`src/rtl/scan_pkg.sv`:
```
`default_nettype none

package scan_pkg;

    // --------------------
    // line buffers
    // --------------------
    localparam int num_bufs = 8;
    localparam int buf_bits = 3;

    // descriptor queue
    localparam int desc_depth = 16;
    localparam int count_bits = 5;
    localparam int high_wm    = 12;

    // pixel data and line addressing
    localparam int pix_bits  = 8;
    localparam int addr_bits = 10;

    // --------------------
    // default raster, 720x480
    // --------------------
    localparam int def_h_active = 720;
    localparam int def_h_fp     = 16;
    localparam int def_h_sync   = 62;
    localparam int def_h_bp     = 60;
    localparam int def_v_active = 480;
    localparam int def_v_fp     = 9;
    localparam int def_v_sync   = 6;
    localparam int def_v_bp     = 30;

endpackage

`default_nettype wire

```
`src/rtl/line_handoff_if.sv`:
```
`timescale 1ns/1ps
`default_nettype none

interface line_handoff_if;

    // filled buffer, capture to display
    logic                          desc_valid;
    logic [scan_pkg::buf_bits-1:0] desc_idx;

    // buffers handed back, display to capture
    logic                          rel_valid;
    logic [scan_pkg::num_bufs-1:0] rel_mask;

    modport capture (output desc_valid, desc_idx, input rel_valid, rel_mask);
    modport sched (input desc_valid, desc_idx, output rel_valid, rel_mask);

endinterface

`default_nettype wire

```
`src/rtl/line_scheduler.sv`:
```
`timescale 1ns/1ps
`default_nettype none

module line_scheduler (
    input  logic                          pix_clk,
    input  logic                          resetn,
    line_handoff_if.sched                 handoff,
    input  logic                          active_line_start,
    input  logic                          blank_line_start,
    input  logic                          frame_sync,
    output logic [scan_pkg::buf_bits-1:0] cur_idx,
    output logic                          cur_valid
);

    localparam int cnt_w = scan_pkg::count_bits;
    localparam int ptr_w = $clog2(scan_pkg::desc_depth);

    logic [scan_pkg::buf_bits-1:0] fifo_mem [scan_pkg::desc_depth];
    logic [ptr_w-1:0]              wr_ptr;
    logic [ptr_w-1:0]              rd_ptr;
    logic [cnt_w-1:0]              count_q;
    logic [cnt_w-1:0]              count_n;
    logic [scan_pkg::buf_bits-1:0] head;
    logic [scan_pkg::buf_bits-1:0] cur_idx_q;
    logic                          cur_valid_q;
    logic                          repeat_q;
    logic                          drop_req_q;
    logic                          push;
    logic                          fetch;
    logic                          drop;
    logic                          pop;
    logic                          over_wm;
    logic [scan_pkg::num_bufs-1:0] rel_n;

    function automatic logic [scan_pkg::num_bufs-1:0] buf_bit(
        input logic [scan_pkg::buf_bits-1:0] idx
    );
        logic [scan_pkg::num_bufs-1:0] v;
        v      = '0;
        v[idx] = 1'b1;
        return v;
    endfunction

    assign head    = fifo_mem[rd_ptr];
    assign over_wm = (count_q > cnt_w'(scan_pkg::high_wm));

    // --------------------
    // per-cycle decisions
    // --------------------
    always_comb begin
        push  = handoff.desc_valid && (count_q < cnt_w'(scan_pkg::desc_depth));
        // bob: new line only on every other active line
        fetch = active_line_start && !repeat_q && (count_q != '0);
        drop  = blank_line_start && (count_q != '0) && (drop_req_q || over_wm);
        pop   = fetch || drop;

        rel_n = '0;
        // full queue, hand the buffer straight back
        if (handoff.desc_valid && !push) begin
            rel_n = rel_n | buf_bit(handoff.desc_idx);
        end
        if (fetch && cur_valid_q) begin
            rel_n = rel_n | buf_bit(cur_idx_q);
        end
        if (drop) begin
            rel_n = rel_n | buf_bit(head);
        end

        case ({push, pop})
            2'b10:   count_n = count_q + cnt_w'(1);
            2'b01:   count_n = count_q - cnt_w'(1);
            default: count_n = count_q;
        endcase
    end

    // the new line is visible from its first read address
    assign cur_idx   = fetch ? head : cur_idx_q;
    assign cur_valid = cur_valid_q || fetch;

    always_ff @(posedge pix_clk or negedge resetn) begin
        if (!resetn) begin
            wr_ptr           <= '0;
            rd_ptr           <= '0;
            count_q          <= '0;
            cur_idx_q        <= '0;
            cur_valid_q      <= 1'b0;
            repeat_q         <= 1'b0;
            drop_req_q       <= 1'b0;
            handoff.rel_valid <= 1'b0;
            handoff.rel_mask  <= '0;
        end else begin
            if (push) begin
                wr_ptr <= wr_ptr + ptr_w'(1);
            end
            if (pop) begin
                rd_ptr <= rd_ptr + ptr_w'(1);
            end
            count_q     <= count_n;
            cur_idx_q   <= cur_idx;
            cur_valid_q <= cur_valid;
            if (active_line_start) begin
                repeat_q <= !repeat_q;
            end
            // request from vsync is served on a later blank line
            if (frame_sync) begin
                drop_req_q <= over_wm;
            end else if (drop) begin
                drop_req_q <= 1'b0;
            end
            handoff.rel_valid <= |rel_n;
            handoff.rel_mask  <= rel_n;
        end
    end

    always_ff @(posedge pix_clk) begin
        if (push) begin
            fifo_mem[wr_ptr] <= handoff.desc_idx;
        end
    end

endmodule

`default_nettype wire

```
`src/flat_wrapper.sv`:
```
// flat-port wrapper written by rule: the top's interface ports become plain ports
module line_scheduler_flat 
  (pix_clk, resetn, active_line_start, blank_line_start, frame_sync, cur_idx, cur_valid, handoff_desc_valid, handoff_desc_idx, handoff_rel_valid, handoff_rel_mask);
  line_handoff_if handoff_i ();
  input  logic pix_clk;
  input  logic resetn;
  input  logic active_line_start;
  input  logic blank_line_start;
  input  logic frame_sync;
  output logic [scan_pkg::buf_bits-1:0] cur_idx;
  output logic cur_valid;
  input wire logic [$bits(handoff_i.desc_valid)-1:0] handoff_desc_valid;
  input wire logic [$bits(handoff_i.desc_idx)-1:0] handoff_desc_idx;
  output wire logic [$bits(handoff_i.rel_valid)-1:0] handoff_rel_valid;
  output wire logic [$bits(handoff_i.rel_mask)-1:0] handoff_rel_mask;
  assign handoff_i.desc_valid = handoff_desc_valid;
  assign handoff_i.desc_idx = handoff_desc_idx;
  assign handoff_rel_valid = handoff_i.rel_valid;
  assign handoff_rel_mask = handoff_i.rel_mask;
  line_scheduler u_core (.pix_clk(pix_clk), .resetn(resetn), .handoff(handoff_i), .active_line_start(active_line_start), .blank_line_start(blank_line_start), .frame_sync(frame_sync), .cur_idx(cur_idx), .cur_valid(cur_valid));
endmodule
```
`config.mk`:
```
export PLATFORM = sky130hd
export DESIGN_NAME = line_scheduler_flat
export DESIGN_NICKNAME = d
export VERILOG_FILES = /design/src/rtl/scan_pkg.sv /design/src/rtl/line_handoff_if.sv /design/src/rtl/line_scheduler.sv /design/src/flat_wrapper.sv
export SDC_FILE = /design/constraint.sdc
export NUM_CORES = 1
export LEC_CHECK = 0
export BUFFER_PORTS_ARGS = -buffer_cell sky130_fd_sc_hd__buf_2
export CAP_MARGIN = 40
export CORE_MARGIN = 2
export CORE_UTILIZATION = 35
export DETAILED_ROUTE_END_ITERATION = 16
export PLACE_DENSITY = 0.53
export SLEW_MARGIN = 20
export SYNTH_ARGS = -nofsm -noshare
export SYNTH_HDL_FRONTEND = slang
export SYNTH_SLANG_ARGS = --single-unit
export TNS_END_PERCENT = 20
```
`constraint.sdc`:
```
create_clock -name pix_clk -period 2.85 [get_ports pix_clk]
set_input_delay 0.4275 -clock pix_clk [delete_from_list [all_inputs] [get_ports pix_clk]]
set_output_delay 0.4275 -clock pix_clk [all_outputs]
set_load 0.03 [all_outputs]
```
Word-level counts from Yosys, hierarchy flattened
Memories as Yosys holds them, arrays and structs flattened. Index checks and enable logic that the tools add are counted.

Flip-flop bits (word level): 28. Memory bits (writable): 48. Input bits: 9. Output and inout bits: 13. Logic and storage cells: 60. Memories: 1.

Memory list: u_core.fifo_mem (depth 16, bits a word 3, rd ports 1, clocked after memory_dff 0, wr ports 1, line line_scheduler.sv:18) `logic [scan_pkg::buf_bits-1:0] fifo_mem [scan_pkg::desc_depth];`.

$add $sub $neg: 4. Order comparisons: 8. Equal/unequal tests: 2. Multiplexer cells: 15. Bitwise operators: 2. Reduce and logical (&&, ||, !) cells: 19.

Operators with widths (count): 8-bit 2-to-1 mux (3); 8-bit OR (2); 3-bit by 4-bit < comparator with 1-bit output, second input constant (3); 1-bit logical AND (10); 5-bit case mux with 2 select lines (1); 1-bit demux with 3-bit select (3); 3-bit by 1-bit greater-or-equal comparator with 1-bit output, second input constant (3); 4-bit by 1-bit adder with 4-bit output, second input constant (2); 8-bit OR reduction (1); 1-bit 2-to-1 mux (7); 5-bit by 1-bit adder with 5-bit output, second input constant (1); 5-bit by 4-bit > comparator with 1-bit output, second input constant (1); 5-bit < comparator, second input constant (1); 5-bit nonzero test (1); 5-bit by 1-bit subtractor with 5-bit output, second input constant (1); 2-bit nonzero test (2); 1-bit logical OR (3); 3-bit 2-to-1 mux (1); 2-bit by 1-bit == test with 1-bit output, second input constant (1); 2-bit == test, second input constant (1); 1-bit zero test (2).

Depth between registers and ports, before layout
Gate-level depths: netlist of the first run.

Depth after elaboration: 10. Depth in mapped cells: 14. Gate-level depth less buffers: 12.

Worst setup path after synthesis of the first run
Ideal clock, no wire load.

Path type: flip-flop to flip-flop. Start point: register u_core.count_q[1]. End point: register u_core.count_q[4]. Library setup time: 0.079 ns. Data arrival time: 2.698 ns. Required time: 2.771 ns. Path slack: 0.073 ns. Stages on the path, launching flop included: 15. Buffers on the path: 2. Period minus slack after synthesis: 2.777 ns. Cell sequence: dfrtp_1 or2_2 nor4_1 nand2b_1 buf_2 nand2_1 ha_1 clkbuf_1 xor2_1 ha_1 inv_1 nor3b_1 o21ai_0 a21oi_1 xor2_1.

Word-level cells in the longest chain between the ends: 6. Elaborated cells on any way between the ends: 15. Classes of those cells: 2 x add/sub; 2 x order compare; 2 x eq/ne; 1 x mux; 8 x reduce/logical.

Ends and longest elaborated chain: start: declaration (line line_scheduler.sv:21) `logic [cnt_w-1:0] count_q;`; start signal: assignment (line line_scheduler.sv:98) `count_q <= count_n;`; 5-bit by 4-bit > comparator with 1-bit output or 5-bit nonzero test (tied branches) (line line_scheduler.sv:45, line_scheduler.sv:53, line_scheduler.sv:54); 1-bit logical OR or 1-bit logical AND (tied branches) (line line_scheduler.sv:54) `drop = blank_line_start && (count_q != '0) && (drop_req_q || over_wm);`; 1-bit logical AND (line line_scheduler.sv:54); 1-bit logical OR * (line line_scheduler.sv:55) `pop = fetch || drop;`; named net u_core.pop (line line_scheduler.sv:31) `logic pop;`; 2-bit by 1-bit == test with 1-bit output or 2-bit == test (tied branches) (line line_scheduler.sv:69) `case ({push, pop})`; 5-bit case mux with 2 select lines or 2-bit nonzero test (tied branches).

The timed path passes the listed nets; every way through them passes the cells marked *. A chain may end at the register's enable or synchronous reset.

Final worst setup path of the first run
Start point: register u_core.rd_ptr[0]. End point: output port cur_idx[0] (netlist bit).

Word-level cells in the longest chain between the ends: 2.

Ends and longest elaborated chain: start: declaration (line line_scheduler.sv:20) `logic [ptr_w-1:0] rd_ptr;`; start signal: assignment (line line_scheduler.sv:96) `rd_ptr <= rd_ptr + ptr_w'(1);`; memory 16 x 3 bit; 3-bit 2-to-1 mux (line line_scheduler.sv:77) `assign cur_idx = fetch ? head : cur_idx_q;`; end: declaration (line flat_wrapper.sv:10) `output logic [scan_pkg::buf_bits-1:0] cur_idx;`.

Every way passes these cells.

==> reports/results.md, run 1 <==
| Metric | Reported |
| --- | --- |
| Final critical-path setup slack | 124.1 ps |
| DP Worst Slack | 97.81 ps |
| Count of maximum capacitance violations | 0 |
| Sequential-to-total area share from yosys stat | 0.6110 |
| Total global routing overflow | 0 |
| Starting utilization of the core area | 0.3603 |
| Relative area change from synthesis to final layout | 13.17% |
| CTS hold repair buffers | 0 |
| Cell-internal power | 2511 uW |
| Count of unresolved DRC violations after routing | 0 |
| Worst Setup Start Kind | flip-flop |
| Diode count | 0 |
| Post-Syn Area | 3506 um^2 |
| Commonest non-fill, non-tap cell in the layout | sky130_fd_sc_hd__edfxtp_1 |
| Clk_lat worst skew | 350 ps |
| Total Wirelength | 6.741 mm |
| CTS Sinks | 76 |
| Antenna violations before repair | 0 |
| Slowest cell on the critical path | sky130_fd_sc_hd__mux4_1 |
| Post-CTS setup buffers | 0 |
| Unrepaired setup endpoints after global routing | false |
| Largest net degree at the start of global routing | 29 |
| Final cell utilization of the core | 0.4078 |
| Arrival time of data at the critical path endpoint | 2300 ps |
| Post-placement cell area | 3776 um^2 |
| Most frequently used flop master after synthesis | sky130_fd_sc_hd__edfxtp_1 |
| Share of power burned in combinational logic | 0.425 |
| Worst vdd rail ir drop | 0.0003557 V |
| NumNets Final | 292 |
| Period utilisation layout | 0.9564 |
| Clock network fraction of total power | 0.181 |
| Post-synthesis register bit count | 76 |
| Type of the worst min-delay path | input pin to asynchronous set/reset pin |
| I/O pin total | 22 |
| Total setup violations reported at the end of the flow | 0 |
| Global routing usage summed across all routing layers | 0.1298 |
| Row count | 36 |
| Post-layout minimum cycle time | 2726 ps |
| Vias per Instance | 4.947 |
| Result of the run | finished, final reports clean |
| Layout cell share with drive strength beyond 1 | 0.2536 |
| 1st-iter DRT viols | 57 |
| Final total negative setup slack | 0 ps |
| Max_slew headroom | 0.5625 |
| Horiz. Die Dim | 104.1 um |
| Transition time at the pin with the least slew margin | 656.3 ps |
| Total CTS buffers | 9 |
| Routability congestion estimate from global placement | 0.7929 |
| Die Footprint | 10830 um^2 |
| Avg Cell Area, Syn | 14.14 um^2 |
| Post-CTS resize count | 2 |
| WHS | 98.04 ps |
| Area of the core | 9729 um^2 |
| Number of hold violations in the final report | 0 |
| Power per cell area | 1049 nW/um^2 |
| H-tree depth | 3 |
| Routed len/inst | 16.32 um |
| Number of global-route vias before repair | 2101 |
| Chain of cells forming the critical path | buf_12 > mux4_1 > mux2i_1 > mux2i_2 > mux2_2 > buf_2 |
| Async set or reset register ratio after synthesis | 0.3684 |
| Highest Clock Rate | 366.9 MHz |
| Proportion of power drawn by flip-flops and latches | 0.394 |
| Total iterations of the first detailed-routing run | 6 |
| Wire length of the first global-routing pass | 10.76 mm |
| Synthesized instance count | 248 |
| Net Switching | 1653 uW |
| Longest Clk Path Bufs | 2 |
| Count of distinct cell types in the synthesized netlist | 45 |
| CTS root buffer | sky130_fd_sc_hd__clkbuf_8 |
| Syn. warnings | 0 |
| Die height | 104.1 um |
| Vias | 2043 |
| Stage delay of the slowest cell on the critical path | 570 ps |
| Clock tree from TritonCTS | done |
| Post-detailed-route count of antenna-violating nets | 0 |
| Detailed Place HPWL | 4.702 mm |
| Post-route standard cell area excluding fillers | 3968 um^2 |
| Count of flip-flops with a built-in enable after synthesis | 48 |
| Required @ worst endpoint | 2420 ps |
| Worst-path fanout max | 15 |
| Kind of critical path | flip-flop to output pin |
| Crit end category | output pin |
| Leakage | 0.001495 uW |
| Most frequent cells in the layout | sky130_fd_sc_hd__edfxtp_1 (48), sky130_fd_sc_hd__dfrtp_1 (27), sky130_fd_sc_hd__nor2_1 (21), sky130_fd_sc_hd__buf_2 (21), sky130_fd_sc_hd__nand2_1 (16) |
| Clock transition at path regs | 90 ps |
| Port-buffer cells | 21 |
| Worst Skew | 7.430 ps |
| Net Sw Frac | 0.3970 |
| Post-Synthesis Net Count | 265 |
| Max Transition Viols Final | 0 |
## power by group through the flow
stage / registers, uW / clock network, uW / logic [uW]
2_1_floorplan: 1630 / 0 / 1340
3_3_place_gp: 1650 / 0 / 1750
3_5_place_dp: 1660 / 0 / 1750
4_1_cts: 1640 / 782 / 1780
5_1_grt: 1680 / 826 / 1950
6_report: 1640 / 754 / 1770
## flip-flops by register name (all words and copies together), names as in the netlist
register / count
u_core.repeat_q: 1
u_core.rd_ptr: 4
u_core.handoff.rel_valid: 1
u_core.drop_req_q: 1
u_core.fifo_mem: 48
u_core.handoff.rel_mask: 8
u_core.wr_ptr: 4
u_core.cur_idx_q: 3
u_core.count_q: 5
u_core.cur_valid_q: 1
## per-stage QoR
step	cells	total power (uW)
floorplan	248	2961
detailed placement	397	3413
global placement	397	3401
global route	413	4458
finish	413	4163
CTS	413	4196
## critical path, delay by kind of cell (launching register included)
kind                   cells  cell delay, ps
buffers and inverters      2             360
DFF                        1             380
muxes                      4            1210
## Yosys cell counts, types with 2 or more instances
| master | n | area [um^2] |
|---|---|---|
| sky130_fd_sc_hd__edfxtp_1 | 48 | 1441 |
| sky130_fd_sc_hd__dfrtp_1 | 28 | 700.7 |
| sky130_fd_sc_hd__nor2_1 | 21 | 78.83 |
| sky130_fd_sc_hd__nand2_1 | 16 | 60.06 |
| sky130_fd_sc_hd__xor2_1 | 10 | 87.58 |
| sky130_fd_sc_hd__clkbuf_1 | 9 | 33.78 |
| sky130_fd_sc_hd__mux4_1 | 9 | 236.5 |
| sky130_fd_sc_hd__o21ai_0 | 9 | 45.04 |
| sky130_fd_sc_hd__ha_1 | 8 | 100.1 |
| sky130_fd_sc_hd__a21oi_1 | 7 | 35.03 |
| sky130_fd_sc_hd__nor2b_1 | 7 | 43.79 |
| sky130_fd_sc_hd__inv_1 | 6 | 22.52 |
| sky130_fd_sc_hd__nand2b_1 | 6 | 37.54 |
| sky130_fd_sc_hd__nand3_1 | 6 | 30.03 |
| sky130_fd_sc_hd__mux2_2 | 5 | 56.30 |
| sky130_fd_sc_hd__nand3b_1 | 4 | 30.03 |
| sky130_fd_sc_hd__nor3_1 | 4 | 20.02 |
| sky130_fd_sc_hd__o221ai_1 | 4 | 35.03 |
| sky130_fd_sc_hd__xnor2_1 | 4 | 35.03 |
| sky130_fd_sc_hd__mux2i_1 | 3 | 30.03 |
| sky130_fd_sc_hd__mux4_2 | 3 | 67.56 |
| sky130_fd_sc_hd__o221ai_2 | 3 | 45.04 |
| sky130_fd_sc_hd__and3_1 | 2 | 12.51 |
| sky130_fd_sc_hd__nand3_2 | 2 | 20.02 |
| sky130_fd_sc_hd__nor3b_1 | 2 | 15.01 |
| sky130_fd_sc_hd__or2b_1 | 2 | 15.01 |
| sky130_fd_sc_hd__or3_1 | 2 | 12.51 |
## per-layer routing
layer | global-route usage | share of wire | vias to the layer above
met5 | 0 | 0 | -
met4 | 0.05309 | 0.016 | 0
met3 | 0.03509 | 0.033 | 10
met2 | 0.2227 | 0.49 | 30
met1 | 0.1545 | 0.46 | 1025
li1 | - | - | 978
## kinds of logic (layout without fill, tap and decap cells)
kind of cell    after synthesis  in the layout  synth area share
simple gates                 78             78            0.1149
flops                        76             76            0.6110
compound gates               33             33           0.07173
mux                          20             20            0.1113
buf+inv                      19             51           0.02748
xor+xnor                     14             14           0.03497
fa+ha+maj                     8              8           0.02855
## layout make-up
| cell class | instances | area [um^2] |
|---|---|---|
| Clock buffer | 9 | 123.9 |
| Clock inverter | 7 | 60.06 |
| Fill cell | 935 | 5762 |
| Inverter | 6 | 22.52 |
| Multi-Input combinational cell | 153 | 1274 |
| Sequential cell | 76 | 2143 |
| Tap cell | 133 | 166.4 |
| Timing Repair Buffer | 29 | 177.7 |
## final timing paths
kind | from | endpoint | slack [ps] | depth (start not counted)
worst min register to register | u_core.repeat_q$_DFFE_PN0P_ | u_core.repeat_q$_DFFE_PN0P_ | 470 | 1
worst max-delay path | u_core.rd_ptr[0]$_DFFE_PN0P_ | cur_idx[0] | 120 | 6
min in group pix_clk | active_line_start | u_core.repeat_q$_DFFE_PN0P_ | 260 | 2
max in group asynchronous | resetn | u_core.rd_ptr[1]$_DFFE_PN0P_ | 2280 | 1
worst max register to register | u_core.count_q[1]$_DFFE_PN0P_ | u_core.count_q[4]$_DFFE_PN0P_ | 290 | 12
worst min-delay path | resetn | u_core.cur_idx_q[0]$_DFF_PN0_ | 100 | 1
No activity file was read; power rests on OpenSTA's default activity.
==> inputs of run 2 (changes only) <==
==> constraint.sdc (replaced) <==
create_clock -name pix_clk -period 2.85 [get_ports pix_clk]
set_input_delay 0.1425 -clock pix_clk [delete_from_list [all_inputs] [get_ports pix_clk]]
set_output_delay 0.1425 -clock pix_clk [all_outputs]
set_load 0.03 [all_outputs]
==> run 2 against run 1 <==
Sequential share of layout area down 0.89 points. Clock power up 25%. Sequential power about the same. Sequential cell count unchanged. Worst setup slack better by 130 ps. Non-clock buffer count up 3. Cell area up 1.6%. Via count up 1.0%. Hold slack better by 46 ps. Total power up 3.4%. Critical path type unchanged. Largest cell class unchanged. Highest routed layer unchanged.
==> reports/results.md, run 2 (synthesis gave the netlist of run 1 again) <==
| Metric | Reported |
| --- | --- |
| Net Switching | 1648 uW |
| Worst-path fanout max | 15 |
| Slowest cell on the critical path | sky130_fd_sc_hd__mux4_1 |
| NumNets Final | 295 |
| Hold_sp | blank_line_start |
| Total iterations of the first detailed-routing run | 4 |
| Count of unresolved DRC violations after routing | 0 |
| Worst vdd rail ir drop | 0.0003334 V |
| Post-detailed-route count of antenna-violating nets | 0 |
| Commonest non-fill, non-tap cell in the layout | sky130_fd_sc_hd__edfxtp_1 |
| Critical path origin | u_core.rd_ptr[0]$_DFFE_PN0P_ |
| Die Footprint | 10830 um^2 |
| Count of maximum capacitance violations | 0 |
| Vias | 2064 |
| Starting utilization of the core area | 0.3603 |
| Total global routing overflow | 0 |
| Max Transition Viols Final | 0 |
| Largest net degree at the start of global routing | 29 |
| Arrival time of data at the critical path endpoint | 2460 ps |
| Cell-internal power | 2658 uW |
| Total CTS buffers | 9 |
| Cell Count Post-Placement | 397 |
| Wire length of the first global-routing pass | 11.12 mm |
| Chain of cells forming the critical path | buf_4 > mux4_1 > mux2i_1 > mux2i_1 > mux2_2 > buf_2 |
| Number of hold violations in the final report | 0 |
| Total setup violations reported at the end of the flow | 0 |
| Max FFs per register | 48 |
| Global routing usage summed across all routing layers | 0.1351 |
| Leakage | 0.001546 uW |
| 1st-iter DRT viols | 88 |
| H-tree depth | 3 |
| Row count | 36 |
| CTS root buffer | sky130_fd_sc_hd__clkbuf_8 |
| Share of power burned in combinational logic | 0.400 |
| Clock transition at path regs | 90 ps |
| Result of the run | finished, final reports clean |
| Detailed Place HPWL | 4.658 mm |
| Max_slew headroom | 0.5577 |
| Relative area change from synthesis to final layout | 14.99% |
| Kind of critical path | flip-flop to output pin |
| Die height | 104.1 um |
| Number of global-route vias before repair | 2152 |
| Clock network fraction of total power | 0.219 |
| Most flop-heavy register | u_core.fifo_mem |
| WHS | 144.0 ps |
| Worst Skew | 12.46 ps |
| Proportion of power drawn by flip-flops and latches | 0.380 |
| Antenna violations before repair | 0 |
| Non-filler cells, final | 416 |
| Total Wirelength | 6.804 mm |
| Port-buffer cells | 21 |
| Required @ worst endpoint | 2710 ps |
| Stage delay of the slowest cell on the critical path | 630 ps |
| Layout filler cell count | 920 |
| Clk_lat worst skew | 350 ps |
| Routed len/inst | 16.36 um |
| Power per cell area | 1068 nW/um^2 |
| Transition time at the pin with the least slew margin | 663.5 ps |
| I/O pin total | 22 |
| CTS Sinks | 76 |
| Clock tree from TritonCTS | done |
| Vias per Instance | 4.962 |
| Routability congestion estimate from global placement | 0.7793 |
| Unrepaired setup endpoints after global routing | false |
| Horiz. Die Dim | 104.1 um |
| Crit end category | output pin |
| Highest Clock Rate | 384.8 MHz |
| Most frequent cells in the layout | sky130_fd_sc_hd__edfxtp_1 (48), sky130_fd_sc_hd__dfrtp_1 (28), sky130_fd_sc_hd__nor2_1 (21), sky130_fd_sc_hd__buf_2 (21), sky130_fd_sc_hd__nand2_1 (16) |
| CP most frequent cell | sky130_fd_sc_hd__mux2i_1 |
| Post-layout minimum cycle time | 2599 ps |
| Diode count | 0 |
| Final total negative setup slack | 0 ps |
| Net Sw Frac | 0.3827 |
| Area of the core | 9729 um^2 |
| Worst Setup Start Kind | flip-flop |
| Registers with the highest flip-flop counts | u_core.fifo_mem: 48 flops, u_core.handoff.rel_mask: 8 flops, u_core.count_q: 5 flops |
| Launch instance of the worst register-to-register path | u_core.count_q[1]$_DFFE_PN0P_ |
| Longest Clk Path Bufs | 2 |
| Period utilisation layout | 0.9119 |
| Type of the worst min-delay path | input pin to flip-flop |
| Layout cell share with drive strength beyond 1 | 0.2297 |
run 2: through the flow:
step | total power [uW] | util | area, um^2 | setup WS, ps
after floorplan | 2961 | - | 3506 | 72.92
after global placement | 3372 | 0.3868 | 3764 | 155.3
after detailed placement | 3383 | 0.3868 | 3764 | 122.3
after CTS | 4349 | 0.4135 | 4023 | 102.4
after global routing | 4615 | 0.4144 | 4031 | 54.82
final | 4306 | 0.4144 | 4031 | 251.1
run 2: what timing repair did:
action / CTS / global route
setup endpoints to repair: 0 / 2
hold endpoints to repair: 30 / 0
resized for setup: 0 / 2
buffers inserted: 0 / 0
hold buffers: 3 / 0
run 2: path summary, 6_finish.rpt:
| path | end | slack, ps | depth (start not counted) |
|---|---|---|---|
| setup / recovery | cur_idx[0] | 250 | 6 |
| hold reg to reg | u_core.repeat_q$_DFFE_PN0P_ | 470 | 1 |
| max in group asynchronous | u_core.wr_ptr[1]$_DFFE_PN0P_ | 2060 | 2 |
| hold / removal | u_core.drop_req_q$_DFFE_PN0P_ | 140 | 4 |
| min in group asynchronous | u_core.cur_valid_q$_DFF_PN0_ | 350 | 2 |
| setup reg to reg | u_core.count_q[4]$_DFFE_PN0P_ | 310 | 12 |
run 2: critical path: cells and delay by family, from the launching register on:
| kind | cells | cell delay, ps |
|---|---|---|
| buffers and inverters | 2 | 440 |
| muxes | 4 | 1330 |
| DFF | 1 | 330 |
run 2: area by class of cell:
class	instances	area [um^2]	area share
clock buffers	9	123.9	0.03073
clock inverters	7	105.1	0.02607
inverters	6	22.52	0.005587
multi-input cells	153	1276	0.3166
flip-flops and latches	76	2142	0.5313
well taps	133	166.4	0.04128
repair buffers	32	195.2	0.04842
run 2: power groups by stage:
stage                     clock network [uW]  registers (uW)  logic (uW)
final                                    945            1640        1720
after global routing                    1030            1680        1910
after CTS                                978            1630        1740
after detailed placement                   0            1660        1730
after global placement                     0            1650        1720
after floorplan                            0            1630        1340
run 2: layer usage:
layer,vias up,routed length [um],global-route usage,part of all wire
li1,988,-,-,-
met1,1019,2979,0.1599,0.44
met2,46,3350,0.2242,0.49
met3,11,324,0.04323,0.048
met4,0,150,0.06274,0.022
met5,-,0,0,0
==> inputs of run 3 (changes only) <==
- ABC_AREA: unset -> 1
- CORE_UTILIZATION: 35 -> 54
- PLACE_DENSITY: 0.53 -> 0.75
- TNS_END_PERCENT: 20 -> 10
==> run 3 against run 2 <==
Synthesized area increased by 5.7%. Largest power group unchanged. Hold slack got worse by 59 ps. Synthesized cell count increased by 63%. Clock-buffer cell count increased by 4. Fmax increased by 0.62%. Utilization increased by 20 points. Final cell count increased by 25%. First-iteration DRC count increased by 130%. Critical endpoint is now u_core.count_q[4]$_DFFE_PN0P_. Critical path depth increased by 9.
==> reports/results.md, run 3 <==
| Metric | Reported |
| --- | --- |
| Registers with the highest flip-flop counts | u_core.fifo_mem: 48 flops, u_core.handoff.rel_mask: 8 flops, u_core.count_q: 5 flops |
| NumNets Final | 453 |
| Clock transition at path regs | 70 ps |
| Port-buffer cells | 21 |
| Net Switching | 1885 uW |
| WHS | 85.16 ps |
| Count of maximum capacitance violations | 0 |
| Dominant cell type by area after synthesis | sky130_fd_sc_hd__edfxtp_1 |
| Worst Hold Depth | 2 |
| Highest Clock Rate | 387.2 MHz |
| CTS Sinks | 76 |
| Async set or reset register ratio after synthesis | 0.3684 |
| Layer carrying the most global-route usage | met2 |
| Count of distinct cell types in the synthesized netlist | 25 |
| Post-detailed-route count of antenna-violating nets | 0 |
| Cell Count Post-Placement | 500 |
| Max_slew headroom | 0.5817 |
| Area of the core | 6719 um^2 |
| I/O pin total | 22 |
| Largest net degree at the start of global routing | 29 |
| Routed len/inst | 13.38 um |
| Longest Clk Path Bufs | 2 |
| 1st-iter DRT viols | 199 |
| Horiz. Die Dim | 86.86 um |
| Total iterations of the first detailed-routing run | 5 |
| CTS root buffer | sky130_fd_sc_hd__clkbuf_8 |
| Transition time at the pin with the least slew margin | 627.5 ps |
| Leakage | 0.001978 uW |
| Commonest non-fill, non-tap cell in the layout | sky130_fd_sc_hd__nand2_1 |
| Crit end category | flip-flop |
| Vias per Instance | 5.086 |
| Result of the run | finished, final reports clean |
| Worst reg-to-reg setup slack | 270 ps |
| Total Wirelength | 6.972 mm |
| Avg Cell Area, Syn | 9.154 um^2 |
| Cell depth of the worst flop-to-flop path | 15 |
| Hold_sp | frame_sync |
| H-tree depth | 3 |
| Net Sw Frac | 0.4256 |
| Final cell utilization of the core | 0.6153 |
| Number of global-route vias before repair | 2508 |
| Period utilisation layout | 0.9063 |
| Worst Setup Start Kind | flip-flop |
| Largest cells by area after synthesis | sky130_fd_sc_hd__edfxtp_1 (39%), sky130_fd_sc_hd__dfrtp_1 (19%), sky130_fd_sc_hd__nand2_1 (11%) |
| Proportion of power drawn by flip-flops and latches | 0.358 |
| Worst vdd rail ir drop | 0.0005411 V |
| Clk_lat worst skew | 350 ps |
| Wire length of the first global-routing pass | 11.54 mm |
| Met3 usage in global routing | 0.04455 |
| Diode count | 0 |
| Type of the worst min-delay path | input pin to flip-flop |
| Max Transition Viols Final | 0 |
| Terminating pin of the worst hold path | u_core.drop_req_q$_DFFE_PN0P_ |
| Power per cell area | 1071 nW/um^2 |
| Die Footprint | 7544 um^2 |
| Row count | 30 |
| Most flop-heavy register | u_core.fifo_mem |
| Layout cell share with drive strength beyond 1 | 0.1474 |
| Syn. warnings | 0 |
| Total CTS buffers | 9 |
| Sequential-to-total area share from yosys stat | 0.5778 |
| Synthesized instance count | 405 |
| Count of flip-flops with a built-in enable after synthesis | 48 |
| Post-synthesis register bit count | 76 |
| Most frequently used flop master after synthesis | sky130_fd_sc_hd__edfxtp_1 |
| Worst Skew | 11.08 ps |
| Clock network fraction of total power | 0.195 |
| Total setup violations reported at the end of the flow | 0 |
| Routability congestion estimate from global placement | 0.8403 |
| Most frequent cells in the layout | sky130_fd_sc_hd__nand2_1 (104), sky130_fd_sc_hd__inv_1 (63), sky130_fd_sc_hd__nand3_1 (48), sky130_fd_sc_hd__edfxtp_1 (48), sky130_fd_sc_hd__nor2_1 (38) |
| Kind of critical path | flip-flop to flip-flop |
| Detailed Place HPWL | 4.683 mm |
| Final total negative setup slack | 0 ps |
| Non-filler cells, final | 521 |
| Required @ worst endpoint | 3120 ps |
| Total global routing overflow | 0 |
| Vias | 2650 |
| Clock tree from TritonCTS | done |
| Starting utilization of the core area | 0.5518 |
| GR Layer Usage met2 | 0.3234 |
| Launch instance of the worst register-to-register path | u_core.count_q[0]$_DFFE_PN0P_ |
| Share of power burned in combinational logic | 0.447 |
| Endpoint of the most critical register-to-register path | u_core.count_q[4]$_DFFE_PN0P_ |
| Post-layout minimum cycle time | 2583 ps |
| Arrival time of data at the critical path endpoint | 2860 ps |
| Post-Synthesis Net Count | 422 |
| Top-count cell post-synth | sky130_fd_sc_hd__nand2_1 |
| Cell-internal power | 2543 uW |
| GR Layer Usage met1 | 0.2713 |
| Post-Syn Area | 3707 um^2 |
| Most used standard cells in the synthesized netlist | sky130_fd_sc_hd__nand2_1 (104), sky130_fd_sc_hd__inv_1 (63), sky130_fd_sc_hd__edfxtp_1 (48), sky130_fd_sc_hd__nand3_1 (48), sky130_fd_sc_hd__nor2_1 (38) |
| Post-synth top area share | 0.3888 |
| Die height | 86.86 um |
| Number of hold violations in the final report | 0 |
| Antenna violations before repair | 0 |
| Max FFs per register | 48 |
| Worst-path fanout max | 6 |
| Relative area change from synthesis to final layout | 11.51% |
| Global routing usage summed across all routing layers | 0.2023 |
| Count of unresolved DRC violations after routing | 0 |
run 3: how the worst max path moves through the flow:
stage                                             start                       endpoint  cells after the start
after CTS                 u_core.count_q[2]$_DFFE_PN0P_  u_core.count_q[4]$_DFFE_PN0P_                     15
after detailed placement  u_core.count_q[1]$_DFFE_PN0P_  u_core.count_q[4]$_DFFE_PN0P_                     15
final                     u_core.count_q[0]$_DFFE_PN0P_  u_core.count_q[4]$_DFFE_PN0P_                     15
after global routing      u_core.count_q[0]$_DFFE_PN0P_  u_core.count_q[4]$_DFFE_PN0P_                     15
after floorplan           u_core.count_q[2]$_DFFE_PN0P_  u_core.count_q[4]$_DFFE_PN0P_                     15
after global placement    u_core.count_q[2]$_DFFE_PN0P_  u_core.count_q[4]$_DFFE_PN0P_                     15
run 3: layout make-up:
class,count,area [um^2]
tap,80,100.1
inverter,67,251.5
clock inverter,3,41.29
multi-input combinational,253,1257
sequential,76,2143
timing repair buffer,29,170.2
clock buffer,13,170.2
fill,552,2585
run 3: cells by family after synthesis:
| logic type | share of synthesized area |
|---|---|
| flip-flops | 0.5778 |
| buffers and inverters | 0.08640 |
| adder cells (fa/ha/maj) | 0.02700 |
| XOR/XNOR | 0.02835 |
| AND/OR/NAND/NOR | 0.2454 |
| AO/OA/AOI/OAI | 0.03510 |
run 3: power by group through the flow:
| stage | Clock [uW] | Sequential (uW) | Combinational (uW) |
|---|---|---|---|
| floorplan | 0 | 1670 | 1450 |
| global placement | 0 | 1600 | 1870 |
| detailed placement | 0 | 1610 | 1900 |
| CTS | 876 | 1590 | 1910 |
| global route | 922 | 1610 | 2250 |
| finish | 864 | 1580 | 1980 |
run 3: repair_timing:
item                                    in CTS  in global routing
setup buffers                                0                  3
endpoints found under the hold margin       29                  0
endpoints found under the setup margin       0                  1
hold buffers                                 2                  0
gates resized for setup                      0                  3
run 3: worst max-delay path, stage by stage (launching register included):
cell                      delay, ps
sky130_fd_sc_hd__dfrtp_1        410
sky130_fd_sc_hd__nor2_1          80
sky130_fd_sc_hd__o21ai_1        200
sky130_fd_sc_hd__nor2_1          70
sky130_fd_sc_hd__nor2_2         160
sky130_fd_sc_hd__inv_1           90
sky130_fd_sc_hd__nand2_1        130
sky130_fd_sc_hd__ha_4           190
sky130_fd_sc_hd__xor2_1         210
sky130_fd_sc_hd__ha_1           170
sky130_fd_sc_hd__a21oi_1         50
sky130_fd_sc_hd__or2_1          270
sky130_fd_sc_hd__o21ai_2        150
sky130_fd_sc_hd__a21oi_1         80
sky130_fd_sc_hd__o21ai_1        100
sky130_fd_sc_hd__xor2_1         150
run 3: metrics by stage:
step	total power (uW)	setup WS (ps)	area, um^2
6_report	4428	267.1	4134
5_1_grt	4778	-15.55	4134
4_1_cts	4377	189.1	4098
3_5_place_dp	3512	221.1	3866
3_3_place_gp	3467	370.9	3866
2_1_floorplan	3117	391.4	3707
run 3: layer usage:
metal / share of wire / up-vias / routed length (um)
met5: 0 / - / 0
met4: 0.016 / 0 / 109
li1: - / 1343 / -
met3: 0.056 / 12 / 391
met2: 0.49 / 65 / 3395
met1: 0.44 / 1230 / 3076
